<file path="config.mk">
export PLATFORM = sky130hd
export DESIGN_NAME = csr_top
export DESIGN_NICKNAME = d
export VERILOG_FILES = /design/src/verilog/csr_pkg.sv /design/src/verilog/csr_counters.sv /design/src/verilog/csr_stage.sv /design/src/verilog/csr_top.sv
export SDC_FILE = /design/constraint.sdc
export NUM_CORES = 1
export LEC_CHECK = 0
export BUFFER_PORTS_ARGS = -buffer_cell sky130_fd_sc_hd__buf_2
export CAP_MARGIN = 10
export CORE_ASPECT_RATIO = 1.1
export CORE_MARGIN = 3
export CORE_UTILIZATION = 30
export CTS_BUF_LIST = sky130_fd_sc_hd__clkbuf_2 sky130_fd_sc_hd__clkbuf_4 sky130_fd_sc_hd__clkbuf_8
export DETAILED_ROUTE_END_ITERATION = 8
export HOLD_SLACK_MARGIN = 0.05
export SYNTH_ARGS = -nofsm -noshare
export SYNTH_HDL_FRONTEND = slang
export SYNTH_SLANG_ARGS = --single-unit
</file>
<file path="constraint.sdc">
create_clock -name clk -period 2.15 [get_ports clk]
set_input_delay 0.1075 -clock clk [delete_from_list [all_inputs] [get_ports clk]]
set_output_delay 0.1075 -clock clk [all_outputs]
set_load 0.1 [all_outputs]
</file>
<file path="src/verilog/csr_pkg.sv">
`default_nettype none

package csr_pkg;

    // Data word, CSR address and counter widths
    typedef logic [31:0] xlen_t;
    typedef logic [11:0] csr_addr_t;
    typedef logic [63:0] counter_t;

    // Command codes arriving from decode
    typedef enum logic [2:0] {
        CSR_X     = 3'd0,
        CSR_W     = 3'd1,
        CSR_S     = 3'd2,
        CSR_C     = 3'd3,
        CSR_ECALL = 3'd4,
        CSR_MRET  = 3'd5
    } csr_cmd_e;

    // Privilege modes, encoding 2 is reserved
    typedef enum logic [1:0] {
        PRIV_USER       = 2'd0,
        PRIV_SUPERVISOR = 2'd1,
        PRIV_MACHINE    = 2'd3
    } priv_e;

    // One command per cycle from the pipeline
    typedef struct packed {
        csr_cmd_e cmd;
        xlen_t    op1_data;
        xlen_t    imm_i;
    } csr_req_t;

    // Free-running counters seen by the read mux
    typedef struct packed {
        counter_t cycle;
        counter_t time_us;
    } csr_counts_t;

    // Core clock in MHz, drives the microsecond prescaler
    localparam int CLK_MHZ = 27;
    localparam int PRESCALE_W = $clog2(CLK_MHZ);
    localparam logic [PRESCALE_W-1:0] PRESCALE_LAST = PRESCALE_W'(CLK_MHZ - 1);

    // Counters and timers, user read-only
    localparam csr_addr_t CSR_ADDR_CYCLE    = 12'hc00;
    localparam csr_addr_t CSR_ADDR_TIME     = 12'hc01;
    localparam csr_addr_t CSR_ADDR_CYCLEH   = 12'hc80;
    localparam csr_addr_t CSR_ADDR_TIMEH    = 12'hc81;

    // Machine trap setup
    localparam csr_addr_t CSR_ADDR_MSTATUS  = 12'h300;
    localparam csr_addr_t CSR_ADDR_MEDELEG  = 12'h302;
    localparam csr_addr_t CSR_ADDR_MIDELEG  = 12'h303;
    localparam csr_addr_t CSR_ADDR_MIE      = 12'h304;
    localparam csr_addr_t CSR_ADDR_MTVEC    = 12'h305;
    localparam csr_addr_t CSR_ADDR_MSTATUSH = 12'h310;

    // Machine trap handling
    localparam csr_addr_t CSR_ADDR_MSCRATCH = 12'h340;
    localparam csr_addr_t CSR_ADDR_MEPC     = 12'h341;
    localparam csr_addr_t CSR_ADDR_MCAUSE   = 12'h342;
    localparam csr_addr_t CSR_ADDR_MTVAL    = 12'h343;
    localparam csr_addr_t CSR_ADDR_MIP      = 12'h344;

    // Writable mstatus bits: SD, TSR..SPIE, MIE, SIE
    localparam xlen_t MSTATUS_WMASK  = 32'h807f_ffea;
    // MBE and SBE only
    localparam xlen_t MSTATUSH_WMASK = 32'h0000_0030;

    // mstatus field positions touched by mret
    localparam int MSTATUS_MIE    = 3;
    localparam int MSTATUS_MPIE   = 7;
    localparam int MSTATUS_MPP_LO = 11;
    localparam int MSTATUS_MPRV   = 17;

    // Environment call causes per originating mode
    localparam xlen_t CAUSE_ECALL_U = 32'd8;
    localparam xlen_t CAUSE_ECALL_S = 32'd9;
    localparam xlen_t CAUSE_ECALL_M = 32'd11;

endpackage

`default_nettype wire

</file>
<file path="src/verilog/csr_counters.sv">
`timescale 1ns/1ps
`default_nettype none

module csr_counters (
    input  wire                  clk,
    input  wire                  rst,
    output csr_pkg::csr_counts_t counts
);

    // Edge count within the current microsecond
    logic [csr_pkg::PRESCALE_W-1:0] prescale;

    // Cycle counter, one step per edge after reset
    always_ff @(posedge clk) begin
        if (rst) begin
            counts.cycle <= '0;
        end else begin
            counts.cycle <= counts.cycle + 64'd1;
        end
    end

    // Prescaler wraps every CLK_MHZ edges
    always_ff @(posedge clk) begin
        if (rst) begin
            prescale <= '0;
        end else if (prescale == csr_pkg::PRESCALE_LAST) begin
            prescale <= '0;
        end else begin
            prescale <= prescale + 1'b1;
        end
    end

    // Microsecond tick on prescaler wrap
    always_ff @(posedge clk) begin
        if (rst) begin
            counts.time_us <= '0;
        end else if (prescale == csr_pkg::PRESCALE_LAST) begin
            counts.time_us <= counts.time_us + 64'd1;
        end
    end

    // Prescaler width exceeds the count range, must stay in it
    assert property (@(posedge clk) disable iff (rst)
        prescale <= csr_pkg::PRESCALE_LAST);

endmodule

`default_nettype wire

</file>
<file path="src/verilog/csr_stage.sv">
`timescale 1ns/1ps
`default_nettype none

module csr_stage (
    input  wire                   clk,
    input  wire                   rst,
    input  wire                   branch_hazard,
    input  wire csr_pkg::csr_req_t    req,
    input  wire csr_pkg::csr_counts_t counts,
    output csr_pkg::csr_cmd_e     cmd_out,
    output csr_pkg::xlen_t        rdata,
    output csr_pkg::xlen_t        trap_vector
);

    // Stage one view after the hazard kill
    csr_pkg::csr_cmd_e  cmd;
    csr_pkg::xlen_t     op1_data;
    csr_pkg::xlen_t     imm_i;
    csr_pkg::csr_addr_t addr;
    csr_pkg::xlen_t     rd_value;

    // Saved for the second stage, cmd_out doubles as the saved command
    csr_pkg::csr_addr_t save_addr;
    csr_pkg::xlen_t     save_op1;

    // Second stage write data
    csr_pkg::xlen_t     wdata;

    // Current privilege mode
    csr_pkg::priv_e     mode;
    csr_pkg::priv_e     mret_mode;
    logic [1:0]         mpp;

    // Implemented machine CSRs
    csr_pkg::xlen_t     mstatus;
    csr_pkg::xlen_t     mstatush;
    csr_pkg::xlen_t     medeleg;
    csr_pkg::xlen_t     mideleg;
    csr_pkg::xlen_t     mie;
    csr_pkg::xlen_t     mtvec;
    csr_pkg::xlen_t     mscratch;
    csr_pkg::xlen_t     mepc;
    csr_pkg::xlen_t     mcause;
    csr_pkg::xlen_t     mtval;
    csr_pkg::xlen_t     mip;

    // Branch hazard in writeback turns the slot into a bubble
    always_comb begin
        if (branch_hazard) begin
            cmd      = csr_pkg::CSR_X;
            op1_data = '1;
            imm_i    = '1;
        end else begin
            cmd      = req.cmd;
            op1_data = req.op1_data;
            imm_i    = req.imm_i;
        end
    end

    // CSR address sits in the low immediate bits
    assign addr = imm_i[11:0];

    // Read mux over all implemented registers
    always_comb begin
        case (addr)
            csr_pkg::CSR_ADDR_CYCLE:    rd_value = counts.cycle[31:0];
            csr_pkg::CSR_ADDR_TIME:     rd_value = counts.time_us[31:0];
            csr_pkg::CSR_ADDR_CYCLEH:   rd_value = counts.cycle[63:32];
            csr_pkg::CSR_ADDR_TIMEH:    rd_value = counts.time_us[63:32];
            csr_pkg::CSR_ADDR_MSTATUS:  rd_value = mstatus;
            csr_pkg::CSR_ADDR_MEDELEG:  rd_value = medeleg;
            csr_pkg::CSR_ADDR_MIDELEG:  rd_value = mideleg;
            csr_pkg::CSR_ADDR_MIE:      rd_value = mie;
            csr_pkg::CSR_ADDR_MTVEC:    rd_value = mtvec;
            csr_pkg::CSR_ADDR_MSTATUSH: rd_value = mstatush;
            csr_pkg::CSR_ADDR_MSCRATCH: rd_value = mscratch;
            csr_pkg::CSR_ADDR_MEPC:     rd_value = mepc;
            csr_pkg::CSR_ADDR_MCAUSE:   rd_value = mcause;
            csr_pkg::CSR_ADDR_MTVAL:    rd_value = mtval;
            csr_pkg::CSR_ADDR_MIP:      rd_value = mip;
            // misa, mtinst, mtval2, info regs and unknowns
            default:                    rd_value = '0;
        endcase
    end

    // Stage one registers
    always_ff @(posedge clk) begin
        if (rst) begin
            cmd_out <= csr_pkg::CSR_X;
            rdata   <= '0;
        end else begin
            cmd_out <= cmd;
            rdata   <= rd_value;
        end
    end

    // Address and operand ride along into stage two
    always_ff @(posedge clk) begin
        save_addr <= addr;
        save_op1  <= op1_data;
    end

    // Read-modify-write against the old value in rdata
    always_comb begin
        case (cmd_out)
            csr_pkg::CSR_W: wdata = save_op1;
            csr_pkg::CSR_S: wdata = rdata | save_op1;
            csr_pkg::CSR_C: wdata = rdata & ~save_op1;
            default:        wdata = '0;
        endcase
    end

    // Return mode from MPP
    assign mpp = mstatus[csr_pkg::MSTATUS_MPP_LO +: 2];

    // Reserved MPP encoding lands in user mode
    always_comb begin
        case (mpp)
            2'd3:    mret_mode = csr_pkg::PRIV_MACHINE;
            2'd1:    mret_mode = csr_pkg::PRIV_SUPERVISOR;
            default: mret_mode = csr_pkg::PRIV_USER;
        endcase
    end

    // Stage two: register update, ecall and mret
    always_ff @(posedge clk) begin
        if (rst) begin
            mode        <= csr_pkg::PRIV_MACHINE;
            trap_vector <= '0;
            mstatus     <= '0;
            mstatush    <= '0;
            medeleg     <= '0;
            mideleg     <= '0;
            mie         <= '0;
            mtvec       <= '0;
            mscratch    <= '0;
            mepc        <= '0;
            mcause      <= '0;
            mtval       <= '0;
            mip         <= '0;
        end else begin
            case (cmd_out)
                csr_pkg::CSR_ECALL: begin
                    // Cause depends on the mode that called
                    case (mode)
                        csr_pkg::PRIV_MACHINE:    mcause <= csr_pkg::CAUSE_ECALL_M;
                        csr_pkg::PRIV_SUPERVISOR: mcause <= csr_pkg::CAUSE_ECALL_S;
                        default:                  mcause <= csr_pkg::CAUSE_ECALL_U;
                    endcase
                    trap_vector <= mtvec;
                end
                csr_pkg::CSR_MRET: begin
                    mode <= mret_mode;
                    // MPP drops to the lowest supported mode
                    mstatus[csr_pkg::MSTATUS_MPP_LO +: 2] <= 2'(csr_pkg::PRIV_USER);
                    mstatus[csr_pkg::MSTATUS_MIE] <= mstatus[csr_pkg::MSTATUS_MPIE];
                    // MPRV only survives a return into machine mode
                    if (mret_mode != csr_pkg::PRIV_MACHINE) begin
                        mstatus[csr_pkg::MSTATUS_MPRV] <= 1'b0;
                    end
                    trap_vector <= mepc;
                end
                csr_pkg::CSR_W, csr_pkg::CSR_S, csr_pkg::CSR_C: begin
                    case (save_addr)
                        // Only the implemented status fields
                        csr_pkg::CSR_ADDR_MSTATUS:
                            mstatus <= wdata & csr_pkg::MSTATUS_WMASK;
                        csr_pkg::CSR_ADDR_MSTATUSH:
                            mstatush <= wdata & csr_pkg::MSTATUSH_WMASK;
                        csr_pkg::CSR_ADDR_MEDELEG:  medeleg  <= wdata;
                        csr_pkg::CSR_ADDR_MIDELEG:  mideleg  <= wdata;
                        csr_pkg::CSR_ADDR_MIE:      mie      <= wdata;
                        csr_pkg::CSR_ADDR_MTVEC:    mtvec    <= wdata;
                        csr_pkg::CSR_ADDR_MSCRATCH: mscratch <= wdata;
                        csr_pkg::CSR_ADDR_MEPC:     mepc     <= wdata;
                        csr_pkg::CSR_ADDR_MCAUSE:   mcause   <= wdata;
                        csr_pkg::CSR_ADDR_MTVAL:    mtval    <= wdata;
                        csr_pkg::CSR_ADDR_MIP:      mip      <= wdata;
                        // Counters and zero-reading addresses
                        default: ;
                    endcase
                end
                default: ;
            endcase
        end
    end

    // Killed slot leaves stage one as a bubble reading zero
    assert property (@(posedge clk) disable iff (rst)
        branch_hazard |=> (cmd_out == csr_pkg::CSR_X) && (rdata == '0));

    // Reserved privilege encoding never reached
    assert property (@(posedge clk) disable iff (rst)
        2'(mode) != 2'b10);

    // Trap vector only moves right after ecall or mret in stage two
    assert property (@(posedge clk) disable iff (rst)
        (!$past(rst) && (trap_vector != $past(trap_vector)))
            |-> ($past(cmd_out) inside {csr_pkg::CSR_ECALL, csr_pkg::CSR_MRET}));

endmodule

`default_nettype wire

</file>
<file path="src/verilog/csr_top.sv">
`timescale 1ns/1ps
`default_nettype none

module csr_top (
    input  wire                    clk,
    input  wire                    rst,
    input  wire                    branch_hazard,
    input  wire csr_pkg::csr_req_t req,
    output csr_pkg::csr_cmd_e      cmd_out,
    output csr_pkg::xlen_t         rdata,
    output csr_pkg::xlen_t         trap_vector
);

    // Cycle and microsecond counts into the read mux
    csr_pkg::csr_counts_t counts;

    // Free-running counters
    csr_counters csr_counters_i (
        .clk    (clk),
        .rst    (rst),
        .counts (counts)
    );

    // Two-deep CSR pipeline
    csr_stage csr_stage_i (
        .clk           (clk),
        .rst           (rst),
        .branch_hazard (branch_hazard),
        .req           (req),
        .counts        (counts),
        .cmd_out       (cmd_out),
        .rdata         (rdata),
        .trap_vector   (trap_vector)
    );

endmodule

`default_nettype wire
</file>
# Word-level counts from Yosys, hierarchy flattened
# Cells that the tools add are included.
# Widths: inputs -> output; s select.
# totals
elab_cells	100
ff_bits	557
input_bits	70
# op_classes
n_eq_ne	40
muxes	13
bitwise	3
reduce_logical	19
n_addsub	3
# op_table
operator	n
$pmux 32 s15	1
$eq 12x10->1 const B	22
$add 64x1->64 const B	2
$pmux 32 s2	2
$pmux 32 s3	1
$eq 12x12->1 const B	4
$and 32x32->32	1
$mux 32	1
$not 32->32	1
$or 32x32->32	1
$reduce_and 2->1	12
$mux 18	1
$mux 12	1
$pmux 2 s2	3
$eq 3x2->1 const B	2
$eq 3x3->1 const B	2
$ne 2x2->1 const B	3
$reduce_bool 2->1	3
$add 5x1->5 const B	1
$eq 5x5->1 const B	1
$eq 2x1->1 const B	2
$eq 2x2->1 const B	2
$pmux 1 s2	2
$reduce_or 2->1	2
5 further kinds	5

# Longest topological paths before layout
# logic_depth
depth_word	5
mapped_depth	9

# Cells and area by module
# A second synthesis with hierarchy kept.
# unflattened
hier_cells	3046
area_unflattened_um2	25399.4
# by_module_without_submodules
mod	seq_area_each_um2	n_inst	cells_each	area_per_inst_um2
csr_stage	8488.1	1	2281	19005.7
csr_counters	2662.6	1	765	6393.6

# Least setup slack after synthesis
# OpenSTA, ideal clock, no wires.
# synth_path
kind	register to register
start	reg csr_stage_i.cmd_out[0]
end	reg csr_stage_i.mtval[10]
setup_slack_ns	-0.766
setup_time_ns	0.132
period_less_slack_ns	2.916
arrival_time_ns	2.784
required_time_ns	2.018
path_stages_with_launch	10
path_cell_list	dfxtp_1 -> buf_2 -> o21bai_4 -> or4_1 -> buf_6 -> or3_1 -> clkbuf_1 -> buf_2 -> nand2_1 -> a21oi_1
# synth_between
elab_chain_cells	3
# synth_lines
item	line	source
start: declaration	csr_stage.sv:10	output csr_pkg::csr_cmd_e cmd_out,
start signal: assignment	csr_stage.sv:89	cmd_out <= csr_pkg::CSR_X;
start signal: assignment	csr_stage.sv:92	cmd_out <= cmd;
$eq 3x1->1 or $eq 3x2->1 (tied branches)	csr_stage.sv:105, csr_stage.sv:142	
$reduce_or 3->1	csr_stage.sv:142	case (cmd_out)
$reduce_and 2->1 (no line)	-	
end signal: assignment	csr_stage.sv:177	csr_pkg::CSR_ADDR_MTVAL: mtval <= wdata;
end: declaration	csr_stage.sv:44	csr_pkg::xlen_t mtval;
# Parallel ways exist; a longest one is shown, timed or not.
# A chain may end at the register's enable or synchronous reset.

# Worst setup path after layout
# layout_path
start	in req[4] (netlist bit)
end	reg csr_stage_i.rdata[0]
# layout_between
elab_chain_cells	3
# layout_lines
item	line	source
start: declaration	csr_top.sv:8	input wire csr_pkg::csr_req_t req,
$mux 12 (*)	csr_stage.sv:49	if (branch_hazard) begin
$eq 12x10->1 or $eq 12x12->1 (tied branches)	csr_stage.sv:65	case (addr)
$pmux 32 s15 (*)	csr_stage.sv:65	
end signal: assignment	csr_stage.sv:93	rdata <= rd_value;
end: declaration	csr_stage.sv:11	output csr_pkg::xlen_t rdata,
# Mark *: on every way between the ends. The rest lies on a longest branch, timed or not.

==> results by group <==
Layout
  – Area taken by multi-input logic gates: between 10000 and 15000 sq um
  – Fraction of layout cells with a size suffix above 1: 0.227
  – Design area: ~32000 sq um
  – Fill cells: around 8200
  – Area delta synth->final: 28.9%
  – Fin nets: about 3500
  – Post-route insts no fill: about 4500
  – Register area: 11200 sq um

Logic synthesis
  – Post-Syn Instances: approximately 3000
  – Async SR Flop Fraction: 0
  – Post-synth net total: 3060
  – Area contributors post-synth: dfxtp_1 (44%), nand2_1 (8.7%), a21oi_1 (7.1%), mux2i_1 (5.4%), nor2_1 (3.1%)
  – Largest family of logic cells by synthesized area: simple AND/OR/NAND/NOR gates
  – Synth cell types: 77
  – Post-Syn Area: 25100 sq um
  – Area share of the largest cell type after synthesis: 0.444
  – Synth Area in Simple Gates: 0.242
  – Main synth FF type: dfxtp_1
  – Post-synthesis adder-cell area fraction: 0.00199
  – Compound-gate portion of the synthesized area: 0.185
  – Warnings, synthesis: 0
  – Mux share of post-synthesis cell area: 0.0654
  – XOR/XNOR share of the synthesized area: 0.0195
  – FF+latch count, synth: around 560
  – Syn_area_per_cell: ~8.4 sq um
  – Register area share after synthesis: 0.444
  – Synth area leader: dfxtp_1
  – Post-synth EDFFs: 0

Placed design
  – Place WS: -0.151 ns
  – Post-DP HPWL: between 60 and 70 mm
  – Placed cells: 4284
  – Final RePlAce weighted congestion: 0.918
  – PortBufs: between 100 and 150
  – Dpl cell area: roughly 30000 sq um

Critical path
  – Top cell by count, worst path: buf_4
  – CP Launch Point: req[4]
  – Reg-to-Reg End: csr_stage_i.mepc[6]$_SDFFE_PP0P_
  – WP data required: approximately 2.7 ns
  – Critical path cell sequence: dlygate4sd3_1 > buf_2 > or4b_1 > buf_4 > nor4_4 > buf_4 > a221oi_1 > a31oi_1
  – FF-to-FF Start: csr_stage_i.cmd_out[2]$_SDFF_PP0_
  – CP max FO: 7
  – Worst path arrival time: around 2.7 ns
  – Worst path slowest cell: or4b_1
  – CP delay by family, top: buffers and inverters
  – Critical path class: in2reg
  – CP Buf/Inv Count: 4
  – Critical path endpoint category: register
  – Worst Reg2Reg Path Length in Cells: 8
  – Worst R2R Setup Slack: approximately 0.02 ns
  – Max incr delay on CP: 0.62 ns
  – Startpoint types: input port

Route
  – Vias: ~25000
  – Final WL: 99.3 mm
  – Iter 0 DRT Violations: between 2000 and 2500
  – Via-per-instance ratio: roughly 5.4
  – Drt pass-1 iters: 7
  – Drt drc: 0
  – Wire per inst: 21.9 um
  – Antenna Nets Post-Route: 0

Clocking
  – Worst-Skew Late Latency: 0.71 ns
  – Clock transition at path regs: approximately 0.06 ns
  – CTS tree: yes
  – H-Tree Depth: 3
  – Clk buf depth: 3
  – Num CTS Buffers: between 90 and 100
  – CTS sink count: approximately 560
  – CTS root buffer: clkbuf_8

Timing
  – Final Slew Violations: 0
  – Worst Skew: ~0.05 ns
  – PnR worst setup slack: -0.00441 ns
  – RSZ-0062 raised after global routing: true
  – Period utilization: 1.00
  – Hold Fails Final Rpt: 0
  – Slew HR: 0.331
  – Min Tclk post-route: between 2 and 2.5 ns
  – Fmax achieved: 0.464 GHz
  – Slew @ Worst Pin: approximately 1 ns
  – Final setup fails: 1

Global routing
  – Busiest grt layer: met2
  – Met2 usage: 0.362
  – M3 GR Usage: 0.0366
  – GRT Total Usage: 0.217
  – Global-route wire length before repair: 145 mm
  – Initial antenna violation count: 2
  – Global route overflow: 0
  – Largest net degree at the start of global routing: 54
  – Met1 Use GR: 0.272
  – Number of global-route vias before repair: roughly 23000

Worst hold path
  – Worst Hold End: csr_stage_i.save_op1[26]$_SDFF_PP1_
  – Hold depth: 3
  – Worst hold start: req[58]
  – Hold/Removal Path Class: in2reg

Floorplanning
  – I/O pins: approximately 140
  – Site row count: 110
  – Die Width: 282 um
  – Core Footprint: ~82000 sq um
  – Starting Density: 0.304
  – Die Area: approximately 87000 sq um
  – Die Ht: between 300 and 400 um

Run status
  – Status: finished with violations
  – Failing checks: setup timing

Pwr
  – Max IR drop VDD: roughly 0.37 mV
  – P_leak: roughly 11 nW
  – Cell Pwr Density: ~690 nW/um^2
  – Pwr Total: around 0.022 W

Run
  – Max-cap violations: 0
-- Yosys cell counts, types with 35 or more instances --
master	number
nor2_1	204
a211oi_1	36
nor2b_1	75
nand4_1	52
or4_1	42
nand2_1	580
nand3_1	71
mux2i_1	136
a22o_1	70
or2_2	49
a22oi_1	40
dfxtp_1	557
buf_2	38
clkbuf_1	148
o21ai_0	68
a21oi_1	354
o31ai_1	35
-- what timing repair did --
item / 4_1_cts / 5_1_grt
setup endpoints to repair: 19 / 146
gates resized for setup: 4 / 44
buffers inserted: 1 / 9
endpoints found under the hold margin: 242 / 0
gates cloned: 1 / 5
hold buffers: 56 / 0
pin swaps: 1 / 15
-- worst max path at each step --
stage                                        endpoint  depth (start not counted)
3_3_place_gp         csr_stage_i.rdata[15]$_SDFF_PP0_                          8
5_1_grt        csr_counters_i.counts[58]$_SDFFE_PP0P_                          8
3_5_place_dp          csr_stage_i.rdata[0]$_SDFF_PP0_                          7
4_1_cts              csr_stage_i.mepc[6]$_SDFFE_PP0P_                          8
2_1_floorplan      csr_stage_i.mtval[14]$_SDFFE_PP0P_                          9
6_report              csr_stage_i.rdata[0]$_SDFF_PP0_                          8
-- per-layer routing --
metal | up-vias | wire, um
met2 | 1108 | 45900
met5 | - | 0
met4 | 0 | 5260
met3 | 251 | 7970
li1 | 11488 | -
met1 | 11776 | 40100
-- cells in the final DEF (no fill, tap or decap), types with 21 or more instances in the layout --
| master | instances |
|---|---|
| o31ai_1 | 35 |
| dlygate4sd3_1 | 56 |
| buf_12 | 48 |
| xor2_1 | 31 |
| a22o_1 | 66 |
| mux2i_1 | 134 |
| a31oi_1 | 34 |
| nand3_1 | 69 |
| xnor2_1 | 25 |
| nor2b_1 | 73 |
| nand2_1 | 579 |
| dfxtp_1 | 553 |
| clkbuf_8 | 118 |
| a221oi_1 | 21 |
| buf_2 | 112 |
| nand4_1 | 52 |
| nor3_1 | 30 |
| a21oi_1 | 347 |
| o21ai_0 | 68 |
| clkbuf_4 | 28 |
| a211oi_1 | 36 |
| or2_2 | 48 |
| or4_1 | 41 |
| buf_4 | 293 |
| a222oi_1 | 26 |
| or3_1 | 33 |
| nor2_1 | 197 |
| a22oi_1 | 39 |
-- final cells by class --
type | count | area share
Sequential cell | 557 | 0.345
Timing Repair Buffer | 522 | 0.140
Clock inverter | 25 | 0.00893
Tap cell | 1064 | 0.0411
Inverter | 22 | 0.00255
Antenna cell | 1 | 0.0000773
Clock buffer | 144 | 0.0562
Multi-Input combinational cell | 2191 | 0.406
-- sequential cells by signal, indices dropped and copies added, names as in the netlist, 21 cells and up --
register / cells
csr_stage_i.mstatus: 21
csr_stage_i.mepc: 32
csr_stage_i.mscratch: 32
csr_stage_i.mcause: 32
csr_counters_i.counts: 128
csr_stage_i.rdata: 32
csr_stage_i.trap_vector: 32
csr_stage_i.mip: 32
csr_stage_i.mie: 32
csr_stage_i.mtval: 32
csr_stage_i.medeleg: 32
csr_stage_i.save_op1: 32
csr_stage_i.mtvec: 32
csr_stage_i.mideleg: 32
-- kinds of logic (layout without fill, tap and decap cells) --
group,Yosys count,count (layout)
xor+xnor,56,56
buf+inv,238,713
simple gates,1246,1246
mux,155,155
flops,557,557
fa+ha+maj,4,4
other cells,0,1
compound gates,730,730
-- worst min-delay path: cells and delay by family --
family | cells | cell delay, ns
buffers and inverters | 2 | 0.61
AND/OR/NAND/NOR | 1 | 0.08
-- power breakdown --
part           internal (W)  leakage, nW  switching, W  total (W)
logic              0.000464         5.49      0.000965    0.00143
clock network       0.00602         1.12       0.00453     0.0106
registers            0.0104         4.51     0.0000627     0.0105
-- through the flow --
| step | TNS, ns | hold slack [ns] | util |
|---|---|---|---|
| 2_1_floorplan | -9.09 | 0.211 | - |
| 3_3_place_gp | -1.50 | 0.290 | 0.355 |
| 3_5_place_dp | -1.79 | 0.293 | 0.355 |
| 4_1_cts | -0.237 | 0.0680 | 0.388 |
| 5_1_grt | -0.319 | 0.112 | 0.392 |
| 6_report | -0.00441 | 0.116 | 0.392 |
(Power assumes the default switching activity.)
